`src/rtl/lsu_pkg.sv`:
```
`default_nettype none

package lsu_pkg;

	// Data path and address width
	localparam int xlen = 32;

	// Load queue sizing
	localparam int lq_depth = 4;
	localparam int lq_idx_w = 2;    // Must cover lq_depth entries

	// Rename and reorder tags
	localparam int tag_w = 6;    // Physical register tag
	localparam int rob_w = 5;    // ROB index

	// One load as it leaves dispatch.
	// With base_ready low the low tag_w bits of base hold the producer tag
	typedef struct packed {
		logic [rob_w-1:0] rob_idx;
		logic [tag_w-1:0] dest_tag;
		logic             base_ready;
		logic [xlen-1:0]  base;
		logic [xlen-1:0]  imm;
	} load_req_t;

endpackage

`default_nettype wire
```
`src/rtl/load_req_if.sv`:
```
`timescale 1ns/1ps
`default_nettype none

interface load_req_if import lsu_pkg::*; ();

	// Request side, queue to memory port
	logic                req_valid;
	logic                req_ready;
	logic [xlen-1:0]     req_addr;
	logic [lq_idx_w-1:0] req_index;    // Entry that owns the request

	// Response side, single cycle pulse with no back-pressure
	logic                resp_valid;
	logic [lq_idx_w-1:0] resp_index;
	logic [xlen-1:0]     resp_data;

	modport queue (
		output req_valid, req_addr, req_index,
		input  req_ready, resp_valid, resp_index, resp_data
	);

	modport port (
		input  req_valid, req_addr, req_index,
		output req_ready, resp_valid, resp_index, resp_data
	);

endinterface

`default_nettype wire

```
`src/rtl/load_unit_top.sv`:
```
`timescale 1ns/1ps
`default_nettype none

module load_unit_top import lsu_pkg::*; (
	input  logic             clock,
	input  logic             reset,
	input  logic             flush,

	// Dispatch
	input  logic             dispatch_valid,
	output logic             dispatch_ready,
	input  logic [rob_w-1:0] dispatch_rob_idx,
	input  logic [tag_w-1:0] dispatch_dest_tag,
	input  logic             dispatch_base_ready,
	input  logic [xlen-1:0]  dispatch_base,        // Producer tag in low bits when not ready
	input  logic [xlen-1:0]  dispatch_imm,

	// Common data bus
	input  logic             cdb_valid,
	input  logic [tag_w-1:0] cdb_tag,
	input  logic [xlen-1:0]  cdb_data,

	// Writeback
	output logic             wb_valid,
	input  logic             wb_ready,
	output logic [rob_w-1:0] wb_rob_idx,
	output logic [tag_w-1:0] wb_dest_tag,
	output logic [xlen-1:0]  wb_data,

	// APB master
	output logic [xlen-1:0]  paddr,
	output logic             psel,
	output logic             penable,
	output logic             pwrite,
	input  logic [xlen-1:0]  prdata,
	input  logic             pready,
	input  logic             pslverr
);

	load_req_t  dispatch_req;
	load_req_if mem_if ();

	assign dispatch_req.rob_idx    = dispatch_rob_idx;
	assign dispatch_req.dest_tag   = dispatch_dest_tag;
	assign dispatch_req.base_ready = dispatch_base_ready;
	assign dispatch_req.base       = dispatch_base;
	assign dispatch_req.imm        = dispatch_imm;

	load_queue u_queue (
		.clock          (clock),
		.reset          (reset),
		.flush          (flush),
		.dispatch_valid (dispatch_valid),
		.dispatch_req   (dispatch_req),
		.dispatch_ready (dispatch_ready),
		.cdb_valid      (cdb_valid),
		.cdb_tag        (cdb_tag),
		.cdb_data       (cdb_data),
		.mem            (mem_if),
		.wb_valid       (wb_valid),
		.wb_ready       (wb_ready),
		.wb_rob_idx     (wb_rob_idx),
		.wb_dest_tag    (wb_dest_tag),
		.wb_data        (wb_data)
	);

	load_mem_port u_mem_port (
		.clock   (clock),
		.reset   (reset),
		.flush   (flush),
		.mem     (mem_if),
		.paddr   (paddr),
		.psel    (psel),
		.penable (penable),
		.pwrite  (pwrite),
		.prdata  (prdata),
		.pready  (pready),
		.pslverr (pslverr)
	);

endmodule

`default_nettype wire

```
`src/rtl/load_mem_port.sv`:
```
`timescale 1ns/1ps
`default_nettype none

module load_mem_port import lsu_pkg::*; (
	input  logic            clock,
	input  logic            reset,
	input  logic            flush,

	load_req_if.port        mem,

	// APB3 master
	output logic [xlen-1:0] paddr,
	output logic            psel,
	output logic            penable,
	output logic            pwrite,
	input  logic [xlen-1:0] prdata,
	input  logic            pready,
	input  logic            pslverr    // Error responses still return their data
);

	typedef enum logic [1:0] {
		st_idle,
		st_setup,
		st_access
	} state_t;

	state_t              state;
	logic                discard;       // Owner was flushed mid transfer
	logic [lq_idx_w-1:0] index_q;
	logic                resp_valid_q;
	logic [lq_idx_w-1:0] resp_index_q;
	logic [xlen-1:0]     resp_data_q;
	logic                accept;
	logic                done;

	assign mem.req_ready = (state == st_idle) && !flush;
	assign accept        = mem.req_valid && mem.req_ready;
	assign done          = (state == st_access) && pready;

	assign psel    = (state != st_idle);
	assign penable = (state == st_access);
	assign pwrite  = 1'b0;    // Read only master

	assign mem.resp_valid = resp_valid_q;
	assign mem.resp_index = resp_index_q;
	assign mem.resp_data  = resp_data_q;

	always_ff @(posedge clock) begin
		if (reset) begin
			state        <= st_idle;
			discard      <= 1'b0;
			resp_valid_q <= 1'b0;
		end else begin
			resp_valid_q <= done && !discard && !flush;
			case (state)
				st_idle: begin
					discard <= 1'b0;
					if (accept) begin
						state <= st_setup;
					end
				end
				st_setup: begin
					state <= st_access;
					if (flush) begin
						discard <= 1'b1;
					end
				end
				st_access: begin
					if (flush) begin
						discard <= 1'b1;
					end
					if (pready) begin
						state <= st_idle;
					end
				end
				default: state <= st_idle;
			endcase
		end
	end

	always_ff @(posedge clock) begin
		if (accept) begin
			paddr   <= mem.req_addr;
			index_q <= mem.req_index;
		end
		if (done) begin
			resp_data_q  <= prdata;
			resp_index_q <= index_q;
		end
	end

	// Address must not move between setup and the end of access
	a_paddr_stable: assert property (
		@(posedge clock) disable iff (reset)
		psel && !done |=> $stable(paddr)
	);

endmodule

`default_nettype wire

```
`src/rtl/load_queue.sv`:
```
`timescale 1ns/1ps
`default_nettype none

module load_queue import lsu_pkg::*; (
	input  logic             clock,
	input  logic             reset,
	input  logic             flush,

	// Dispatch
	input  logic             dispatch_valid,
	input  load_req_t        dispatch_req,
	output logic             dispatch_ready,

	// Common data bus
	input  logic             cdb_valid,
	input  logic [tag_w-1:0] cdb_tag,
	input  logic [xlen-1:0]  cdb_data,

	// Memory port
	load_req_if.queue        mem,

	// Writeback
	output logic             wb_valid,
	input  logic             wb_ready,
	output logic [rob_w-1:0] wb_rob_idx,
	output logic [tag_w-1:0] wb_dest_tag,
	output logic [xlen-1:0]  wb_data
);

	logic [lq_depth-1:0] alloc;
	logic [lq_depth-1:0] issue_grant;
	logic [lq_depth-1:0] resp_hit;
	logic [lq_depth-1:0] release_grant;
	logic [lq_depth-1:0] busy;
	logic [lq_depth-1:0] addr_ready;
	logic [lq_depth-1:0] requested;
	logic [lq_depth-1:0] data_valid;
	logic [xlen-1:0]     addr     [lq_depth];
	logic [rob_w-1:0]    rob_idx  [lq_depth];
	logic [tag_w-1:0]    dest_tag [lq_depth];
	logic [xlen-1:0]     data     [lq_depth];

	logic                free_any;
	logic [lq_idx_w-1:0] free_idx;
	logic                issue_any;
	logic [lq_idx_w-1:0] issue_idx;
	logic                wb_any;
	logic [lq_idx_w-1:0] wb_pick;
	logic [lq_idx_w-1:0] wb_sel;
	logic                wb_hold;        // Writeback stalled last cycle
	logic [lq_idx_w-1:0] wb_hold_idx;

	// Lowest set bit wins, result is {found, index}
	function automatic logic [lq_idx_w:0] pick_lowest(input logic [lq_depth-1:0] req);
		logic [lq_idx_w:0] result;
		result = '0;
		for (int i = lq_depth - 1; i >= 0; i--) begin
			if (req[i]) begin
				result = {1'b1, lq_idx_w'(i)};
			end
		end
		return result;
	endfunction

	assign {free_any, free_idx}   = pick_lowest(~busy);
	assign {issue_any, issue_idx} = pick_lowest(busy & addr_ready & ~requested);
	assign {wb_any, wb_pick}      = pick_lowest(busy & data_valid);

	assign dispatch_ready = free_any;

	assign mem.req_valid = issue_any;
	assign mem.req_addr  = addr[issue_idx];
	assign mem.req_index = issue_idx;

	// A stalled writeback keeps its slot even if a lower one completes
	assign wb_sel      = wb_hold ? wb_hold_idx : wb_pick;
	assign wb_valid    = wb_any;
	assign wb_rob_idx  = rob_idx[wb_sel];
	assign wb_dest_tag = dest_tag[wb_sel];
	assign wb_data     = data[wb_sel];

	always_ff @(posedge clock) begin
		if (reset || flush) begin
			wb_hold <= 1'b0;
		end else begin
			wb_hold <= wb_valid && !wb_ready;
		end
	end

	always_ff @(posedge clock) begin
		wb_hold_idx <= wb_sel;
	end

	for (genvar i = 0; i < lq_depth; i++) begin : g_entry
		assign alloc[i] = dispatch_valid && free_any && !flush &&
			(free_idx == lq_idx_w'(i));
		assign issue_grant[i]   = mem.req_valid && mem.req_ready &&
			(issue_idx == lq_idx_w'(i));
		assign resp_hit[i]      = mem.resp_valid && (mem.resp_index == lq_idx_w'(i));
		assign release_grant[i] = wb_valid && wb_ready && (wb_sel == lq_idx_w'(i));

		load_entry u_entry (
			.clock         (clock),
			.reset         (reset),
			.flush         (flush),
			.alloc         (alloc[i]),
			.alloc_req     (dispatch_req),
			.cdb_valid     (cdb_valid),
			.cdb_tag       (cdb_tag),
			.cdb_data      (cdb_data),
			.issue_grant   (issue_grant[i]),
			.resp_valid    (resp_hit[i]),
			.resp_data     (mem.resp_data),
			.release_grant (release_grant[i]),
			.busy          (busy[i]),
			.addr_ready    (addr_ready[i]),
			.addr          (addr[i]),
			.requested     (requested[i]),
			.data_valid    (data_valid[i]),
			.rob_idx       (rob_idx[i]),
			.dest_tag      (dest_tag[i]),
			.data          (data[i])
		);
	end

	// Writeback fields hold until the register file takes them
	a_wb_stable: assert property (
		@(posedge clock) disable iff (reset)
		wb_valid && !wb_ready && !flush |=>
			wb_valid && $stable(wb_rob_idx) && $stable(wb_dest_tag) && $stable(wb_data)
	);

endmodule

`default_nettype wire

```
`src/rtl/load_entry.sv`:
```
`timescale 1ns/1ps
`default_nettype none

module load_entry import lsu_pkg::*; (
	input  logic             clock,
	input  logic             reset,
	input  logic             flush,

	// Allocation from dispatch
	input  logic             alloc,
	input  load_req_t        alloc_req,

	// Common data bus
	input  logic             cdb_valid,
	input  logic [tag_w-1:0] cdb_tag,
	input  logic [xlen-1:0]  cdb_data,

	// Memory issue and response
	input  logic             issue_grant,
	input  logic             resp_valid,
	input  logic [xlen-1:0]  resp_data,

	// Writeback accepted for this slot
	input  logic             release_grant,

	output logic             busy,
	output logic             addr_ready,
	output logic [xlen-1:0]  addr,
	output logic             requested,
	output logic             data_valid,
	output logic [rob_w-1:0] rob_idx,
	output logic [tag_w-1:0] dest_tag,
	output logic [xlen-1:0]  data
);

	logic [xlen-1:0] base_q;    // Base value, or producer tag while waiting
	logic [xlen-1:0] imm_q;
	logic            cdb_hit;
	logic            cdb_bypass;

	// Waiting entry sees its producer on the CDB
	assign cdb_hit = busy && !addr_ready && cdb_valid &&
		(base_q[tag_w-1:0] == cdb_tag);

	// Producer broadcasts in the same cycle the load is dispatched
	assign cdb_bypass = cdb_valid && !alloc_req.base_ready &&
		(alloc_req.base[tag_w-1:0] == cdb_tag);

	assign addr = base_q + imm_q;    // Only meaningful once addr_ready

	// Progress flags
	always_ff @(posedge clock) begin
		if (reset || flush) begin
			busy       <= 1'b0;
			addr_ready <= 1'b0;
			requested  <= 1'b0;
			data_valid <= 1'b0;
		end else if (alloc) begin
			busy       <= 1'b1;
			addr_ready <= alloc_req.base_ready || cdb_bypass;
			requested  <= 1'b0;
			data_valid <= 1'b0;
		end else if (release_grant) begin
			busy       <= 1'b0;
			addr_ready <= 1'b0;
			requested  <= 1'b0;
			data_valid <= 1'b0;
		end else begin
			if (cdb_hit) begin
				addr_ready <= 1'b1;
			end
			if (issue_grant) begin
				requested <= 1'b1;
			end
			if (resp_valid && busy) begin
				data_valid <= 1'b1;
			end
		end
	end

	// Load payload
	always_ff @(posedge clock) begin
		if (alloc) begin
			base_q   <= cdb_bypass ? cdb_data : alloc_req.base;
			imm_q    <= alloc_req.imm;
			rob_idx  <= alloc_req.rob_idx;
			dest_tag <= alloc_req.dest_tag;
		end else if (cdb_hit) begin
			base_q <= cdb_data;    // Tag replaced by the produced value
		end
		if (resp_valid) begin
			data <= resp_data;
		end
	end

	// The queue only allocates slots it sees as free
	a_alloc_free: assert property (
		@(posedge clock) disable iff (reset)
		alloc |-> !busy
	);

	// The memory port answers only a slot that has issued
	a_resp_requested: assert property (
		@(posedge clock) disable iff (reset)
		resp_valid |-> busy && requested
	);

endmodule

`default_nettype wire

```
`config.mk`:
```
export PLATFORM = sky130hd
export DESIGN_NAME = load_unit_top
export DESIGN_NICKNAME = d
export VERILOG_FILES = /design/src/rtl/lsu_pkg.sv /design/src/rtl/load_req_if.sv /design/src/rtl/load_unit_top.sv /design/src/rtl/load_mem_port.sv /design/src/rtl/load_queue.sv /design/src/rtl/load_entry.sv
export SDC_FILE = /design/constraint.sdc
export NUM_CORES = 1
export LEC_CHECK = 0
export BUFFER_PORTS_ARGS = -buffer_cell sky130_fd_sc_hd__buf_2
export CORE_AREA = 2 2 209 211
export CTS_BUF_LIST = sky130_fd_sc_hd__clkbuf_8
export DETAILED_ROUTE_END_ITERATION = 8
export DIE_AREA = 0 0 211 213
export PLACE_DENSITY = 0.84
export REMOVE_ABC_BUFFERS = 1
export SLEW_MARGIN = 20
export SYNTH_ARGS = -nofsm -noshare
export SYNTH_HDL_FRONTEND = slang
export SYNTH_SLANG_ARGS = --single-unit
export TNS_END_PERCENT = 5
```
`constraint.sdc`:
```
create_clock -name clock -period 8.28 [get_ports clock]
set_input_delay 0.828 -clock clock [delete_from_list [all_inputs] [get_ports clock]]
set_output_delay 0.828 -clock clock [all_outputs]
set_load 0.005 [all_outputs]
```
==> flow_summary.rst <==
.. list-table::
   :header-rows: 1

   * - Metric
     - Value
   * - Post CTS Setup Buffer Count
     - 0
   * - Wire length of the first global-routing pass
     - 106700 microns
   * - Buffers & Inverters on Critical Path
     - 2
   * - Number of buffers added by the clock tree synthesis step
     - 82
   * - Setup repair after global routing missed its margin
     - no
   * - Fraction of layout cells with a size suffix above 1
     - 25.69%
   * - Vertical die dimension
     - 213 microns
   * - Sequential Power Share
     - 51.5%
   * - Largest delay contributor family on the critical path
     - buffers and inverters
   * - Max-cap violation count
     - 0
   * - Clock sink total
     - 519
   * - Initial antenna violation count
     - 4
   * - Warnings from Yosys
     - 0
   * - Max-slew violations
     - 0
   * - Die area
     - 44940 sq um
   * - Commonest non-fill, non-tap cell in the layout
     - sky130_fd_sc_hd__edfxtp_1
   * - Hpwl dp
     - 48900 microns
   * - Instance area after placement
     - 27890 sq um
   * - Master of the slowest instance on the critical path
     - sky130_fd_sc_hd__buf_4
   * - Area growth syn-to-layout
     - 13.96%
   * - Last weighted congestion value of the routability-driven placer
     - 0.9356
   * - Routed via count
     - 18060
   * - Hold Path Stages
     - 1
   * - Data arrival time at the worst-slack endpoint
     - 3320 ps
   * - Via density per instance
     - 6.457
   * - Combinational share of power
     - 5.8%
   * - Internal cell power
     - 4.371 mW
   * - Final Critical Period
     - 4149 ps
   * - Number of hold violations in the final report
     - 0
   * - Maximum number of pins on one net before global-route repair
     - 52
   * - Clock network fraction of design power
     - 42.6%
   * - TritonCTS clock tree
     - built
   * - Core Box Area
     - 42700 sq um
   * - Power per cell area
     - 189.9 nW/um^2
   * - Buffer cell driving the clock tree root
     - sky130_fd_sc_hd__clkbuf_8
   * - Fmax
     - 241.0 MHz
   * - Commonest register cell after synthesis
     - sky130_fd_sc_hd__edfxtp_1
   * - I/O pin total
     - 234
   * - Cell count after placement
     - 2642
   * - Detailed Route WL
     - 71940 microns
   * - Maximum clock skew at final layout
     - 51.91 ps
   * - Number of global-route vias before repair
     - 18020
   * - Setup slack after layout
     - 4131 ps
   * - PostCTS Resize Cnt
     - 0
   * - Synth Cell Area
     - 26070 sq um
   * - Largest fanout on the critical path
     - 43
   * - Post-layout net count
     - 2465
   * - Clock Pin Slew Worst Setup and Hold Paths
     - 70 ps
   * - Switching power of the nets
     - 1.271 mW
   * - Crit path launch type
     - register
   * - Setup tns final
     - 0 ps
   * - Post-synth ARST share
     - 0%
   * - Mean cell area of the mapped netlist
     - 13.69 sq um
   * - Number of buffers on the longest clock path
     - 3
   * - Total global routing overflow
     - 0
   * - DR DRC count
     - 0
   * - Number of cells on the worst reg-to-reg path
     - 11
   * - Final count of negative-setup-slack endpoints
     - 0
   * - Class of the worst hold path
     - in -> reg
   * - Static leakage
     - 11.14 nW
   * - Crit path capture type
     - output port
   * - Instance count of the mapped netlist
     - 1905
   * - Hold buffer count at cts
     - 0
   * - VDD IR max
     - 0.1581 mV
   * - Number of placement rows
     - 76
   * - First-pass iteration count of the detailed router
     - 6
   * - Register bit count reported by yosys
     - 519
   * - CTS H-tree depth
     - 3
   * - Final cell area excluding filler cells
     - 29710 sq um
   * - Count of nets left with antenna violations after detail routing
     - 0
   * - Sequential-to-total area share from yosys stat
     - 58.90%
   * - Switching power as a share of total power
     - 22.53%
   * - Clock Latency Late Sink
     - 700 ps
   * - Worst slew slack as a fraction of its limit
     - 23.82%
   * - Worst slew pin tran
     - 1139 ps
   * - Crit path cell chain
     - a22oi_1, o31ai_4, buf_4, mux4_2, buf_2
   * - Overall track demand over capacity in global routing
     - 32.12%
   * - Critical Path Max Stage Delay
     - 730 ps
   * - Number of synthesized flops with an enable pin
     - 496
   * - Highest-count cells in the layout ignoring fill and taps
     - 496 x sky130_fd_sc_hd__edfxtp_1, 231 x sky130_fd_sc_hd__buf_2, 130 x sky130_fd_sc_hd__a21oi_1
   * - Crit path depth
     - 5
   * - Distinct cell type count after synthesis
     - 80
   * - Final period util
     - 50.10%
   * - Result of the run
     - finished, final reports clean
   * - I/O Buffers
     - 231
   * - Avg WL per Cell
     - 25.72 microns
   * - Non-Filler Instances
     - 2797
   * - Initial cell density of the core
     - 61.06%
   * - Width of the chip
     - 211 microns
   * - Crit Path Class
     - reg -> out
   * - Setup slack after placement
     - 4508 ps
   * - Iteration-0 DRC Markers
     - 2074
   * - Fill cell total of the finished layout
     - 2879
   * - Worst Hold Slack
     - 308.8 ps
   * - Data required, critical path
     - 7450 ps
-- logic make-up after synthesis --
logic type | Yosys count | synth area share, %
AND/OR/NAND/NOR | 386 | 7.170
multiplexers | 184 | 9.901
AO/OA/AOI/OAI | 461 | 11.82
XOR/XNOR | 131 | 4.401
buffers and inverters | 92 | 1.397
other | 1 | 0.01438
flip-flops | 519 | 58.90
adder cells (fa/ha/maj) | 131 | 6.402
-- registers in the layout, summed over array words and instances, names as in the netlist --
signal / count
u_queue.g_entry.u_entry.imm_q: 128
u_queue.wb_hold: 1
u_queue.g_entry.u_entry.data_valid: 4
u_mem_port.discard: 1
u_mem_port.mem.resp_index: 2
u_queue.g_entry.u_entry.data: 128
u_queue.g_entry.u_entry.rob_idx: 20
u_queue.g_entry.u_entry.base_q: 128
u_queue.wb_hold_idx: 2
u_mem_port.mem.resp_data: 32
u_queue.g_entry.u_entry.dest_tag: 24
u_mem_port.paddr: 32
u_queue.g_entry.u_entry.busy: 4
u_mem_port.state: 2
u_queue.g_entry.u_entry.addr_ready: 4
u_queue.g_entry.u_entry.requested: 4
u_mem_port.mem.resp_valid: 1
u_mem_port.index_q: 2
-- through the flow --
step	total power, mW	util, %
5_1_grt	5.803	69.58
6_report	5.642	69.59
3_5_place_dp	3.283	65.33
3_3_place_gp	3.273	65.31
4_1_cts	5.658	69.55
2_1_floorplan	3.149	-
-- synth_stat cells, types with 8 or more instances --
cell type / instances / share of area, %
sky130_fd_sc_hd__nor3_1: 16 / 0.31
sky130_fd_sc_hd__nand2b_1: 11 / 0.26
sky130_fd_sc_hd__mux4_2: 46 / 4.0
sky130_fd_sc_hd__o211ai_1: 20 / 0.58
sky130_fd_sc_hd__ha_1: 127 / 6.1
sky130_fd_sc_hd__o21a_1: 18 / 0.52
sky130_fd_sc_hd__nand3_1: 39 / 0.75
sky130_fd_sc_hd__and2_1: 9 / 0.22
sky130_fd_sc_hd__edfxtp_1: 496 / 57
sky130_fd_sc_hd__inv_1: 27 / 0.39
sky130_fd_sc_hd__nor3b_1: 9 / 0.26
sky130_fd_sc_hd__o21bai_1: 14 / 0.40
sky130_fd_sc_hd__dfxtp_1: 23 / 1.8
sky130_fd_sc_hd__buf_2: 12 / 0.23
sky130_fd_sc_hd__xnor2_1: 73 / 2.5
sky130_fd_sc_hd__a211oi_1: 28 / 0.81
sky130_fd_sc_hd__xor2_1: 58 / 1.9
sky130_fd_sc_hd__or3_1: 16 / 0.38
sky130_fd_sc_hd__o22ai_1: 8 / 0.19
sky130_fd_sc_hd__nand4_1: 16 / 0.38
sky130_fd_sc_hd__buf_1: 15 / 0.22
sky130_fd_sc_hd__o21ai_0: 53 / 1.0
sky130_fd_sc_hd__clkbuf_1: 36 / 0.52
sky130_fd_sc_hd__a21oi_1: 130 / 2.5
sky130_fd_sc_hd__o21ai_1: 20 / 0.38
sky130_fd_sc_hd__mux2_2: 122 / 5.3
sky130_fd_sc_hd__mux2_1: 9 / 0.39
sky130_fd_sc_hd__and3_1: 16 / 0.38
sky130_fd_sc_hd__a21o_1: 78 / 2.2
sky130_fd_sc_hd__nand2_1: 119 / 1.7
sky130_fd_sc_hd__a31oi_1: 19 / 0.46
sky130_fd_sc_hd__nor2b_1: 13 / 0.31
sky130_fd_sc_hd__nor2_1: 92 / 1.3
-- worst register-to-register path: stages (launching register included) --
cell                       delay, ps
sky130_fd_sc_hd__edfxtp_1        410
sky130_fd_sc_hd__ha_1            280
sky130_fd_sc_hd__fa_1            440
sky130_fd_sc_hd__a21oi_2         210
sky130_fd_sc_hd__o21ai_1         160
sky130_fd_sc_hd__o41ai_4         540
sky130_fd_sc_hd__o31ai_2         170
sky130_fd_sc_hd__o21a_1          270
sky130_fd_sc_hd__a21o_1          230
sky130_fd_sc_hd__a311oi_2        480
sky130_fd_sc_hd__mux2i_1         350
sky130_fd_sc_hd__a211oi_2         90
-- cell type report --
type / instances / area, sq um / area share, %
inverters: 28 / 105.1 / 0.3537
multi-input cells: 1294 / 10420 / 35.07
clock inverters: 67 / 656.9 / 2.211
diodes: 5 / 12.51 / 0.04211
repair buffers: 255 / 1336 / 4.498
clock buffers: 83 / 1142 / 3.845
flip-flops and latches: 519 / 15350 / 51.68
well taps: 546 / 683.2 / 2.299
-- worst paths after layout --
check / slack [ps] / endpoint / from
setup / recovery: 4130 / wb_rob_idx[4] / u_queue.g_entry[2].u_entry.busy
hold / removal: 310 / u_mem_port.mem.resp_data[13] / prdata[13]
setup reg to reg: 4380 / u_mem_port.paddr[30] / u_queue.g_entry[3].u_entry.base_q[0]
hold reg to reg: 420 / u_mem_port.mem.resp_index[1] / u_mem_port.index_q[1]
-- power by group through the flow --
| stage | clock network (mW) | logic (mW) | registers, mW |
|---|---|---|---|
| CTS | 2.43 | 0.325 | 2.91 |
| floorplan | 0 | 0.192 | 2.96 |
| global placement | 0 | 0.312 | 2.96 |
| finish | 2.40 | 0.329 | 2.91 |
| detailed placement | 0 | 0.321 | 2.96 |
| global route | 2.54 | 0.356 | 2.91 |
-- routing by layer --
layer	part of all wire [%]	global-route usage, %	vias to the layer above
met4	3.7	12.26	2
met3	8.9	5.457	190
met5	0.017	0	-
met2	48	52.77	973
li1	-	-	8005
met1	40	43.20	8890
(Power assumes the default switching activity.)
